`src/include/spi_bridge_defs.svh`:
```
`ifndef SPI_BRIDGE_DEFS_SVH
`define SPI_BRIDGE_DEFS_SVH

// ------------------------------------------------------------------------
// SPI to register-bus bridge constants
// ------------------------------------------------------------------------

// First byte on MISO in every frame, sent while the command byte arrives
`define SPI_HEADER_BYTE 8'hA7

// Registers in the bank, the address wraps modulo this count
`define REG_COUNT 16

// Flops per pin synchronizer
`define SYNC_STAGES 2

// Write counter value after reset
`define STATUS_RESET 8'h00

`endif

```
`src/logic/spi_bridge_pkg.sv`:
```
`default_nettype none

package spi_bridge_pkg;

  // Data byte, same width on the SPI link and on the bus
  typedef logic [7:0] byte_t;

  // Register address from bits 6..0 of the command byte
  typedef logic [6:0] addr_t;

  // ------------------------------------------------------------------------
  // Bus-master FSM
  // ------------------------------------------------------------------------
  typedef enum logic [2:0] {
    IDLE, // No frame
    ADDR, // Frame open, command byte pending
    BUSY, // Frame active, no bus cycle
    PUSH, // Write cycle pending
    PULL  // Read cycle pending
  } bridge_state_t;

endpackage

`default_nettype wire

```
`src/logic/reg_bank.sv`:
```
`timescale 1ns/1ps
`default_nettype none
`include "spi_bridge_defs.svh"

module reg_bank (
  input  logic                  clk_i,
  input  logic                  rst_i,
  input  logic                  cyc_i,
  input  logic                  stb_i,
  input  logic                  we_i,
  input  spi_bridge_pkg::addr_t adr_i,
  input  spi_bridge_pkg::byte_t dat_i,
  output logic                  ack_o,
  output spi_bridge_pkg::byte_t dat_o,
  output spi_bridge_pkg::byte_t status_o
);
  import spi_bridge_pkg::*;

  localparam int IDX_W = $clog2(`REG_COUNT);

  byte_t            regs [`REG_COUNT];
  logic             wait_q;         // Wait state after the strobe
  logic             w_we;           // Request captured at the strobe
  logic [IDX_W-1:0] w_idx;
  byte_t            w_dat;

  // ------------------------------------------------------------------------
  // Wait stage, ack lands two clocks after stb
  // ------------------------------------------------------------------------
  always_ff @(posedge clk_i) begin
    if (rst_i) begin
      wait_q <= 1'b0;
      ack_o  <= 1'b0;
    end else begin
      wait_q <= cyc_i && stb_i;
      ack_o  <= wait_q;
    end
  end

  always_ff @(posedge clk_i) begin
    if (cyc_i && stb_i) begin
      w_we  <= we_i;
      w_idx <= adr_i[IDX_W-1:0];    // Address modulo REG_COUNT
      w_dat <= dat_i;
    end
  end

  // Registers and write counter update on the ack clock
  always_ff @(posedge clk_i) begin
    if (rst_i) begin
      for (int i = 0; i < `REG_COUNT; i++) regs[i] <= '0;
      status_o <= `STATUS_RESET;
    end else if (wait_q && w_we) begin
      regs[w_idx] <= w_dat;
      status_o    <= status_o + 8'd1;  // Wraps at 256
    end
  end

  // Read data is valid together with ack
  always_ff @(posedge clk_i) begin
    if (wait_q) dat_o <= regs[w_idx];
  end

endmodule

`default_nettype wire

```
`src/logic/spi_bus_master.sv`:
```
`timescale 1ns/1ps
`default_nettype none

module spi_bus_master (
  input  logic                  clk_i,
  input  logic                  rst_i,
  input  logic                  frame_i,
  input  logic                  rx_valid_i,
  input  spi_bridge_pkg::byte_t rx_data_i,
  output logic                  rx_ack_o,
  output logic                  tx_ready_o,
  output spi_bridge_pkg::byte_t tx_data_o,
  input  logic                  tx_req_i,
  output logic                  cyc_o,
  output logic                  stb_o,
  output logic                  we_o,
  output spi_bridge_pkg::addr_t adr_o,
  output spi_bridge_pkg::byte_t dat_o,
  input  logic                  ack_i,
  input  spi_bridge_pkg::byte_t dat_i,
  input  spi_bridge_pkg::byte_t status_i,
  output logic                  active_o
);
  import spi_bridge_pkg::*;

  bridge_state_t state;
  logic cmd_we;     // Write bit of the incoming command byte
  logic we_q;       // Frame mode, held until the next command
  logic wr_issue;   // Start a bus write
  logic rd_issue;   // Start a bus read
  logic st_rdy;     // Status byte ready for the tx path
  logic rd_wait;    // Read cycle outstanding

  assign cmd_we = rx_data_i[7];

  // One write per received data byte in a write frame
  assign wr_issue = (state == BUSY) && rx_valid_i && we_q;

  // One read per tx request in a read frame, the first one right
  // after the command byte
  assign rd_issue = ((state == ADDR) && rx_valid_i && !cmd_we) ||
                    ((state == BUSY) && tx_req_i && !we_q);

  // ------------------------------------------------------------------------
  // Frame FSM
  // ------------------------------------------------------------------------
  always_ff @(posedge clk_i) begin
    if (rst_i || !frame_i) begin
      state <= IDLE;                // SSEL high ends the frame
    end else begin
      unique case (state)
        IDLE: state <= ADDR;        // Frame just opened
        ADDR: begin
          if (rx_valid_i) state <= cmd_we ? BUSY : PULL;
        end
        BUSY: begin
          if (wr_issue)      state <= PUSH;
          else if (rd_issue) state <= PULL;
        end
        PUSH, PULL: begin
          if (ack_i) state <= BUSY;
        end
        default: state <= IDLE;
      endcase
    end
  end

  // ------------------------------------------------------------------------
  // Command decode
  // ------------------------------------------------------------------------
  always_ff @(posedge clk_i) begin
    if (rst_i) we_q <= 1'b0;
    else if ((state == ADDR) && rx_valid_i) we_q <= cmd_we;
  end

  // No auto-increment, the address holds for the whole frame
  always_ff @(posedge clk_i) begin
    if ((state == ADDR) && rx_valid_i) adr_o <= rx_data_i[6:0];
  end

  // ------------------------------------------------------------------------
  // Bus cycle generation
  // ------------------------------------------------------------------------
  always_ff @(posedge clk_i) begin
    if (rst_i) begin
      cyc_o   <= 1'b0;
      stb_o   <= 1'b0;
      we_o    <= 1'b0;
      rd_wait <= 1'b0;
    end else begin
      stb_o <= wr_issue || rd_issue;   // Single-clock strobe
      if (wr_issue || rd_issue) begin
        cyc_o   <= 1'b1;
        we_o    <= wr_issue;           // Stable for the whole cycle
        rd_wait <= rd_issue;
      end else if (ack_i) begin
        cyc_o   <= 1'b0;               // Completes even after frame end
        rd_wait <= 1'b0;
      end
    end
  end

  // Write data held until the bank acknowledges
  always_ff @(posedge clk_i) begin
    if (wr_issue) dat_o <= rx_data_i;
  end

  // ------------------------------------------------------------------------
  // Handshakes with the shift layer
  // ------------------------------------------------------------------------
  always_ff @(posedge clk_i) begin
    if (rst_i) begin
      rx_ack_o <= 1'b0;
      st_rdy   <= 1'b0;
    end else begin
      // Command and read-frame bytes are consumed at once, write data
      // once the bank takes it
      rx_ack_o <= (rx_valid_i && ((state == ADDR) || ((state == BUSY) && !we_q))) ||
                  ((state == PUSH) && ack_i);
      // Status answers every tx request of a write frame
      st_rdy   <= tx_req_i && (((state == ADDR) && cmd_we) ||
                               ((state == BUSY) && we_q));
    end
  end

  // Read data falls straight through with its ack
  assign tx_ready_o = st_rdy || (rd_wait && ack_i);
  assign tx_data_o  = rd_wait ? dat_i : status_i;

  assign active_o = (state != IDLE) || cyc_o;  // Busy until the bus drains

endmodule

`default_nettype wire

```
`src/logic/spi_reg_bridge.sv`:
```
`timescale 1ns/1ps
`default_nettype none

module spi_reg_bridge (
  input  logic clk_i,
  input  logic rst_i,
  input  logic sck_i,
  input  logic ssel_i,
  input  logic mosi_i,
  output logic miso_o,
  output logic active_o,
  output logic overflow_o,
  output logic underrun_o
);
  import spi_bridge_pkg::*;

  // Shift layer to bus master
  logic  frame, rx_valid, rx_ack, tx_req, tx_ready;
  byte_t rx_data, tx_data;

  // Bus master to register bank
  logic  cyc, stb, we, ack;
  addr_t adr;
  byte_t wr_dat, rd_dat, status;

  // ------------------------------------------------------------------------
  // Serial front end
  // ------------------------------------------------------------------------
  spi_shift_layer u_shift (
    .clk_i      (clk_i),
    .rst_i      (rst_i),
    .sck_i      (sck_i),
    .ssel_i     (ssel_i),
    .mosi_i     (mosi_i),
    .miso_o     (miso_o),
    .frame_o    (frame),
    .rx_valid_o (rx_valid),
    .rx_data_o  (rx_data),
    .rx_ack_i   (rx_ack),
    .tx_ready_i (tx_ready),
    .tx_data_i  (tx_data),
    .tx_req_o   (tx_req),
    .overflow_o (overflow_o),
    .underrun_o (underrun_o)
  );

  // Command decode and bus cycles
  spi_bus_master u_master (
    .clk_i      (clk_i),
    .rst_i      (rst_i),
    .frame_i    (frame),
    .rx_valid_i (rx_valid),
    .rx_data_i  (rx_data),
    .rx_ack_o   (rx_ack),
    .tx_ready_o (tx_ready),
    .tx_data_o  (tx_data),
    .tx_req_i   (tx_req),
    .cyc_o      (cyc),
    .stb_o      (stb),
    .we_o       (we),
    .adr_o      (adr),
    .dat_o      (wr_dat),
    .ack_i      (ack),
    .dat_i      (rd_dat),
    .status_i   (status),
    .active_o   (active_o)
  );

  // Bus target
  reg_bank u_bank (
    .clk_i    (clk_i),
    .rst_i    (rst_i),
    .cyc_i    (cyc),
    .stb_i    (stb),
    .we_i     (we),
    .adr_i    (adr),
    .dat_i    (wr_dat),
    .ack_o    (ack),
    .dat_o    (rd_dat),
    .status_o (status)
  );

endmodule

`default_nettype wire

```
`src/logic/spi_shift_layer.sv`:
```
`timescale 1ns/1ps
`default_nettype none
`include "spi_bridge_defs.svh"

module spi_shift_layer (
  input  logic                  clk_i,
  input  logic                  rst_i,
  input  logic                  sck_i,
  input  logic                  ssel_i,
  input  logic                  mosi_i,
  output logic                  miso_o,
  output logic                  frame_o,
  output logic                  rx_valid_o,
  output spi_bridge_pkg::byte_t rx_data_o,
  input  logic                  rx_ack_i,
  input  logic                  tx_ready_i,
  input  spi_bridge_pkg::byte_t tx_data_i,
  output logic                  tx_req_o,
  output logic                  overflow_o,
  output logic                  underrun_o
);
  import spi_bridge_pkg::*;

  logic [`SYNC_STAGES-1:0] sck_sync, ssel_sync, mosi_sync;
  logic       sck_s, mosi_s;        // Synchronized pins
  logic       sck_q;                // Previous SCK, for edge detect
  logic       frame_q;
  logic       frame_start;
  logic       sck_rise, sck_fall;
  logic [2:0] bit_cnt;              // Bits received in current byte
  logic [6:0] rx_shift;
  logic       rx_pend;              // Byte waiting for rx_ack_i
  byte_t      tx_shift;             // MISO shifter, MSB first
  byte_t      tx_buf;               // Next byte from the bus master
  logic       tx_have;

  // ------------------------------------------------------------------------
  // Pin synchronizers and edge detect
  // ------------------------------------------------------------------------
  always_ff @(posedge clk_i) begin
    if (rst_i) begin
      sck_sync  <= '0;
      ssel_sync <= '1;              // Deselected
      mosi_sync <= '0;
      sck_q     <= 1'b0;
      frame_q   <= 1'b0;
    end else begin
      sck_sync  <= {sck_sync[`SYNC_STAGES-2:0], sck_i};
      ssel_sync <= {ssel_sync[`SYNC_STAGES-2:0], ssel_i};
      mosi_sync <= {mosi_sync[`SYNC_STAGES-2:0], mosi_i};
      sck_q     <= sck_s;
      frame_q   <= frame_o;
    end
  end

  assign sck_s       = sck_sync[`SYNC_STAGES-1];
  assign mosi_s      = mosi_sync[`SYNC_STAGES-1];
  assign frame_o     = ~ssel_sync[`SYNC_STAGES-1];  // SSEL is active low
  assign frame_start = frame_o & ~frame_q;
  assign sck_rise    = frame_o & sck_s & ~sck_q;
  assign sck_fall    = frame_o & ~sck_s & sck_q;

  // ------------------------------------------------------------------------
  // Receive side, mode 0 samples on the rising edge
  // ------------------------------------------------------------------------
  always_ff @(posedge clk_i) begin
    if (rst_i || !frame_o) begin
      bit_cnt    <= '0;
      rx_valid_o <= 1'b0;
    end else begin
      rx_valid_o <= sck_rise && (bit_cnt == 3'd7);   // Byte strobe
      if (sck_rise) bit_cnt <= bit_cnt + 3'd1;       // Wraps each byte
    end
  end

  always_ff @(posedge clk_i) begin
    if (sck_rise) begin
      rx_shift <= {rx_shift[5:0], mosi_s};
      if (bit_cnt == 3'd7) rx_data_o <= {rx_shift, mosi_s};
    end
  end

  // The master is asked for the next byte as soon as one completes
  assign tx_req_o = rx_valid_o;

  // ------------------------------------------------------------------------
  // Transmit side, shifts on the falling edge
  // ------------------------------------------------------------------------
  always_ff @(posedge clk_i) begin
    if (rst_i || !frame_o) begin
      tx_shift <= '0;               // MISO low outside a frame
      tx_have  <= 1'b0;
    end else if (frame_start) begin
      tx_shift <= `SPI_HEADER_BYTE;
      tx_have  <= 1'b0;
    end else begin
      if (sck_fall) begin
        if (bit_cnt == 3'd0) begin  // Byte boundary, load next
          tx_shift <= tx_have ? tx_buf : '0;
          tx_have  <= 1'b0;
        end else begin
          tx_shift <= {tx_shift[6:0], 1'b0};
        end
      end
      if (tx_ready_i) tx_have <= 1'b1;
    end
  end

  always_ff @(posedge clk_i) begin
    if (tx_ready_i) tx_buf <= tx_data_i;
  end

  assign miso_o = tx_shift[7];

  // ------------------------------------------------------------------------
  // Sticky error flags
  // ------------------------------------------------------------------------
  always_ff @(posedge clk_i) begin
    if (rst_i) begin
      rx_pend    <= 1'b0;
      overflow_o <= 1'b0;
      underrun_o <= 1'b0;
    end else begin
      if (!frame_o)        rx_pend <= 1'b0;
      else if (rx_valid_o) rx_pend <= 1'b1;
      else if (rx_ack_i)   rx_pend <= 1'b0;
      // New byte while the previous one is still unclaimed
      if (rx_valid_o && rx_pend && !rx_ack_i) overflow_o <= 1'b1;
      // Nothing to send at the first falling edge of a byte
      if (sck_fall && (bit_cnt == 3'd0) && !tx_have && !frame_start)
        underrun_o <= 1'b1;
    end
  end

endmodule

`default_nettype wire

```
`config.mk`:
```
export PLATFORM = sky130hd
export DESIGN_NAME = spi_reg_bridge
export DESIGN_NICKNAME = d
export VERILOG_FILES = /design/src/logic/spi_bridge_pkg.sv /design/src/logic/reg_bank.sv /design/src/logic/spi_bus_master.sv /design/src/logic/spi_reg_bridge.sv /design/src/logic/spi_shift_layer.sv
export VERILOG_INCLUDE_DIRS = /design/src /design/src/include
export SDC_FILE = /design/constraint.sdc
export NUM_CORES = 1
export LEC_CHECK = 0
export ABC_AREA = 0
export BUFFER_PORTS_ARGS = -buffer_cell sky130_fd_sc_hd__buf_2
export CAP_MARGIN = 20
export CORE_MARGIN = 3
export CORE_UTILIZATION = 30
export DETAILED_ROUTE_END_ITERATION = 8
export PLACE_DENSITY_LB_ADDON = 0.12
export SYNTH_ARGS = -nofsm -noshare
export SYNTH_HDL_FRONTEND = slang
export SYNTH_HIERARCHICAL = 1
export SYNTH_SLANG_ARGS = --single-unit
```
`constraint.sdc`:
```
create_clock -name clk_i -period 2.65 [get_ports clk_i]
set_input_delay 0.53 -clock clk_i [delete_from_list [all_inputs] [get_ports clk_i]]
set_output_delay 0.53 -clock clk_i [all_outputs]
set_load 0.05 [all_outputs]
```
# Word level (Yosys, flattened, before mapping)
# Memory sizes are Yosys's and may differ from the RTL's. A register that Yosys moved wholly into a read port is not among the register bits.
# Index checks and enable logic that the tools add are counted.
[word_totals] n_memories=1 ramBits=128 reg_bits=92 wordCells=127
[op_classes] bitwise=9 muxes=27 n_addsub=2 n_eq_ne=8 n_reduce_logical=48
[mem_list] name="u_bank.regs" depth=16 word_bits=8 rd=1 rd_clocked_by_memory_dff=1 write_ports=16 line_no="reg_bank.sv:21" rtl="byte_t regs [`REG_COUNT];"
[op_table] operator="two-way mux 8 bit" count=6
[op_table] operator="logical AND 1 bit" count=20
[op_table] operator="two-way mux 3 bit" count=5
[op_table] operator="two-way mux 1 bit" count=14
[op_table] operator="one-hot mux 3 bit (4 select lines)" count=1
[op_table] operator="nonzero test 2 bit" count=5
[op_table] operator="adder 8 x 1 -> 8 bit, second input constant" count=1
[op_table] operator="logical OR 1 bit" count=8
[op_table] operator="OR reduction 8 bit" count=1
[op_table] operator="== test 3 x 2 -> 1 bit, second input constant" count=2
[op_table] operator="== test 3 bit, second input constant" count=2
[op_table] operator="logical NOT 3 bit" count=2
[op_table] operator="OR reduction 2 bit" count=3
[op_table] operator="bitwise AND 1 bit" count=5
[op_table] operator="logical NOT 1 bit" count=5
[op_table] operator="two-way mux 4 bit" count=1
[op_table] operator="inverter 1 bit" count=4
[op_table] operator="AND reduction 2 bit" count=2
[op_table] operator="adder 3 x 1 -> 3 bit, second input constant" count=1
[op_table] operator="== test 3 x 1 -> 1 bit, second input constant" count=1
[op_table] operator="inequality test 3 x 1 -> 1 bit, second input constant" count=1
[op_table] operator="AND reduction 3 bit" count=1
[op_table] operator="nonzero test 3 bit" count=1
[op_table] operator="inequality test 2 x 1 -> 1 bit, second input constant" count=1
[op_table] operator="inequality test 2 bit, second input constant" count=1

# Logic depth before layout (Yosys ltp)
[depth] depth_word=7 mapped_depth=6 depth_no_buf=5

# Cells and area by module
# Netlist, hierarchy kept.
[modules_own_cells] module="reg_bank" area_per_inst_um2=6742.7 seq_area_each_um2=4674.5 n_inst=1 cells_per_inst=474
[modules_own_cells] module="spi_shift_layer" area_per_inst_um2=1711.6 seq_area_each_um2=1171.1 n_inst=1 cells_per_inst=125
[modules_own_cells] module="spi_bus_master" area_per_inst_um2=1067.3 seq_area_each_um2=650.6 n_inst=1 cells_per_inst=81

# Least setup slack after synthesis
# OpenSTA, ideal clock, no wires.
[synth_timing] path_kind="register -> register" from="register u_bank.wait_q" to="memory u_bank/regs[0][0] in the netlist's numbering, enable pin" setup_time_ns=0.387 stages_incl_launch_ff=5 path_buffers=1 t_arrival_ns=1.986 slack_ns=0.278 required_ns=2.263 cell_sequence="dfxtp_1 > nand2_1 > or4_1 > buf_2 > o31ai_1"
[synth_rtl] element="start: declaration" line_no="reg_bank.sv:22" rtl="logic wait_q;"
[synth_rtl] element="start signal: assignment" line_no="reg_bank.sv:35" rtl="wait_q <= cyc_i && stb_i;"
[synth_rtl] element="end: declaration" line_no="reg_bank.sv:21"

# Worst setup path in the final report
[layout_timing] from="register u_master.state[1]" to="output port active_o"
[layout_between] elab_chain_len=2
[layout_lines] element="start: declaration" line_no="spi_bus_master.sv:26" rtl="bridge_state_t state;"
[layout_lines] element="start signal: assignment" line_no="spi_bus_master.sv:54" rtl="if (rx_valid_i) state <= cmd_we ? BUSY : PULL;"
[layout_lines] element="nonzero test 3 bit" line_no="spi_bus_master.sv:130" rtl="assign active_o = (state != IDLE) || cyc_o;"
[layout_lines] element="logical OR 1 bit" line_no="spi_bus_master.sv:130"
[layout_lines] element="end: declaration" line_no="spi_reg_bridge.sv:11" rtl="output logic active_o,"
# No other way between the ends.

==> results.md <==
Worst setup path:
- The worst flop-to-flop path startpoint is u_bank/w_idx[0]$_DFFE_PP_.
- The type of origin of the critical path is a flop.
- The path type of the worst setup path is flop to primary output.
- The endpoint of the most critical register-to-register path is u_bank/dat_o[6]$_DFFE_PP_.
- The number of buffers and inverters on the critical path is 1.
- The largest stage delay on the critical path is 550 ps.
- The critical path goes through or4_1, buf_2.
- Data on the critical path is required at its endpoint by 2120 ps.
- STA puts the critical path data arrival time at 1740 ps.
- For flop-to-flop paths, the worst setup slack is 580 ps.
- Counting cells, the worst reg-to-reg path comes to 4.
- The worst setup path is captured at a primary output.
- The highest net fanout along the worst path is 13.
- The kind of cell with the highest combined delay on the critical path is simple AND/OR/NAND/NOR gates.
- The highest-delay cell along the critical path is sky130_fd_sc_hd__or4_1.

Routing:
- For this block, the initial DRC count from the detailed router was 387.
- Summed over all nets, wire length on met2 after detailed routing comes to 10,850 um.
- The routed length per instance is 19.62 um.
- The sum of met3 wire segment lengths after detailed routing is 987 um.
- The detailed router put a total of 9664 um of wire on met1.
- The number of vias in the routed layout is 5,325.
- After detailed routing, the total wire length is 21,870 um.
- The post-route antenna net violation count is 0.
- After detailed routing, no signal wire sits above met4.
- The number of search-and-repair iterations in the first detailed-routing pass is 5.
- The number of design rule violations left after detail routing is 0.
- The average via count per standard cell is 4.776.

Min path:
- The startpoint identified for the worst hold timing path is ssel_i.
- The path with the worst hold slack has its endpoint at u_shift/ssel_sync[0]$_SDFF_PP1_.
- The path class of the lowest-slack min-delay path is input port to flop.
- The depth of the worst hold-timing path is 2.

Timing:
- Setup repair after global routing left no endpoint under its margin.
- Setup violations remaining at the end of the flow were counted as 0.
- The hold violation total from the final report is 0.
- Of the available clock period, the critical path in the final layout requires 0.8554.
- For the pin with the worst max-slew slack, the measured transition is 742.6 ps.
- The clock skew after layout is 12.98 ps.
- The worst hold slack after final layout is 203.9 ps.
- The maximum clock frequency is 441.2 MHz.
- In this run the tightest slew margin relative to its limit is 0.5049.
- The total count of max-transition violations in the final report is 0.
- After routing, the total negative slack on setup checks comes to 0 ps.
- The shortest clock period the worst path allows after layout is 2267 ps.

Global routing:
- Global routing finished with a remaining overflow of 0.
- The first-pass GRT wire length is 34,080 um.
- Entering global routing, the biggest net connects 33 pins.
- The via count of the first global-routing pass is 5,746.
- The number of antenna violations at the first check in global routing is 0.
- In the global route stage, overall resource usage came out at 0.1326.

Place:
- The HPWL after detailed placement is 14,150 um.
- The port buffer count is 8.
- The number of instances in the placed design is 1,069.
- The last weighted congestion value of the routability-driven placer is 0.7585.
- After detailed placement, the total cell area comes to 9931 um2.

Clock network:
- The maximum root-to-sink buffer count is 3.
- The TritonCTS clock tree is done.
- The CTS H-tree depth is 1.
- At the later pin of the worst-skew pair, clock insertion delay measures 530 ps.
- For this design, the CTS-stage hold fixing added 0 buffers.
- Post-CTS timing repair inserted 0 buffers for setup.
- The clock net sink count is 228.
- Counting the buffers created by CTS gives 25.
- In this run the clock root is driven by a sky130_fd_sc_hd__clkbuf_16.
- The CTS clock-pin slew for the worst setup and hold paths is 60 ps.
- Once the clock tree was built, the resizer swapped 0 gates to a different size.

Run status:
- The flow ran to the end, and the final reports show no timing, DRC or antenna violations.

Layout:
- The cell area after layout is 10,690 um2.
- The number of filler cells placed in the layout is 2,993.
- After the last flow step, the layout net total stands at 709.
- The area growth from synthesis to layout is 13.36%.
- The layout cell share with drive strength beyond 1 is 0.1878.
- The number of cells in the finished layout apart from fillers is 1,115.
- The antenna cell count is 0.

Power and ir drop:
- In this run the power density over the cells is 683.6 nW/um2.
- The design draws 7309 uW.
- The peak supply drop is 0.0003005 V.
- For this design the static power due to leakage is 0.003565 uW.

Floorplan:
- The area enclosed by the die boundary is 33,600 um2.
- The effective utilization at floorplan is 0.3067.
- After floorplanning, the core was divided into 64 placement rows.
- The core box area is 30,750 um2.
- The top-level port count is 9.
- The die span in x is 183.3 um.
- Measured along the y axis, the die boundary spans 183.3 um.

Logic synthesis:
- In this run the mean area of a mapped cell was 13.93 um2.
- Summing every instance area after synthesis gives 9432 um2.
- The net count of the mapped netlist is 686.
- The number of warnings printed during yosys synthesis is 6.
- The synthesized netlist cell count is 677.

Flow run:
- Across the run, the number of max-cap violations was 0.
-- flip-flops by register name (all words and copies together) (netlist names), 2 cells and up --
name,flops
u_shift/ssel_sync,2
u_bank/w_dat,8
u_master/dat_o,8
u_shift/bit_cnt,3
u_shift/sck_sync,2
u_bank/status_o,8
u_bank/dat_o,8
u_shift/rx_shift,7
u_master/state,3
u_bank/w_idx,4
u_shift/mosi_sync,2
u_bank/regs,128
u_shift/tx_buf,8
u_shift/tx_shift,8
u_shift/rx_data_o,8
u_master/adr_o,4
-- power breakdown --
| group | internal (uW) | leakage (uW) | switching [uW] |
|---|---|---|---|
| combinational | 58.4 | 0.00102 | 88.1 |
| sequential | 3920 | 0.00218 | 24.8 |
| clock | 1820 | 0.000362 | 1390 |
-- layer usage --
metal / vias up / track usage
li1: 2543 / -
met1: 2650 / 0.1756
met4: 0 / 0.03413
met3: 26 / 0.02261
met2: 106 / 0.2273
met5: - / 0
-- worst max path at each step --
| stage | startpoint | end | slack (ps) | cells past startpoint |
|---|---|---|---|---|
| 6_report | u_master/state[1]$_SDFFE_PP0P_ | active_o | 380 | 2 |
| 2_1_floorplan | u_bank/wait_q$_SDFF_PP0_ | u_bank/regs[0][0]$_SDFFCE_PN0P_ | 280 | 4 |
| 4_1_cts | u_master/state[1]$_SDFFE_PP0P_ | active_o | 360 | 2 |
| 5_1_grt | u_master/state[1]$_SDFFE_PP0P_ | active_o | 300 | 2 |
| 3_5_place_dp | rst_i | u_bank/regs[0][5]$_SDFFCE_PN0P_ | 440 | 4 |
| 3_3_place_gp | rst_i | u_bank/regs[0][4]$_SDFFCE_PN0P_ | 490 | 4 |
-- stage by stage --
step | setup WS [ps] | utilization
after global placement | 486.9 | 0.3230
after floorplan | 277.7 | -
after CTS | 357.2 | 0.3477
final | 383.3 | 0.3477
after global routing | 303.5 | 0.3477
after detailed placement | 435.8 | 0.3230
-- placed cells by master, fill, tap and decap left out, drive strengths merged, types with 16 or more instances in the layout --
master and count:
clkbuf 27, nand2 51, nor2 148, a21oi 18, a22oi 16, o21ai 18
mux4 32, edfxtp 184, dfxtp 44, buf 40
-- layout make-up --
type / instances / area (um2) / share of cell area
Timing Repair Buffer: 40 / 292.8 / 0.02738
Inverter: 11 / 42.54 / 0.003979
Multi-Input combinational cell: 394 / 2694 / 0.2520
Tap cell: 396 / 495.5 / 0.04634
Clock buffer: 27 / 633.1 / 0.05922
Sequential cell: 228 / 6406 / 0.5992
Clock inverter: 19 / 127.6 / 0.01194
(Power assumes the default switching activity.)
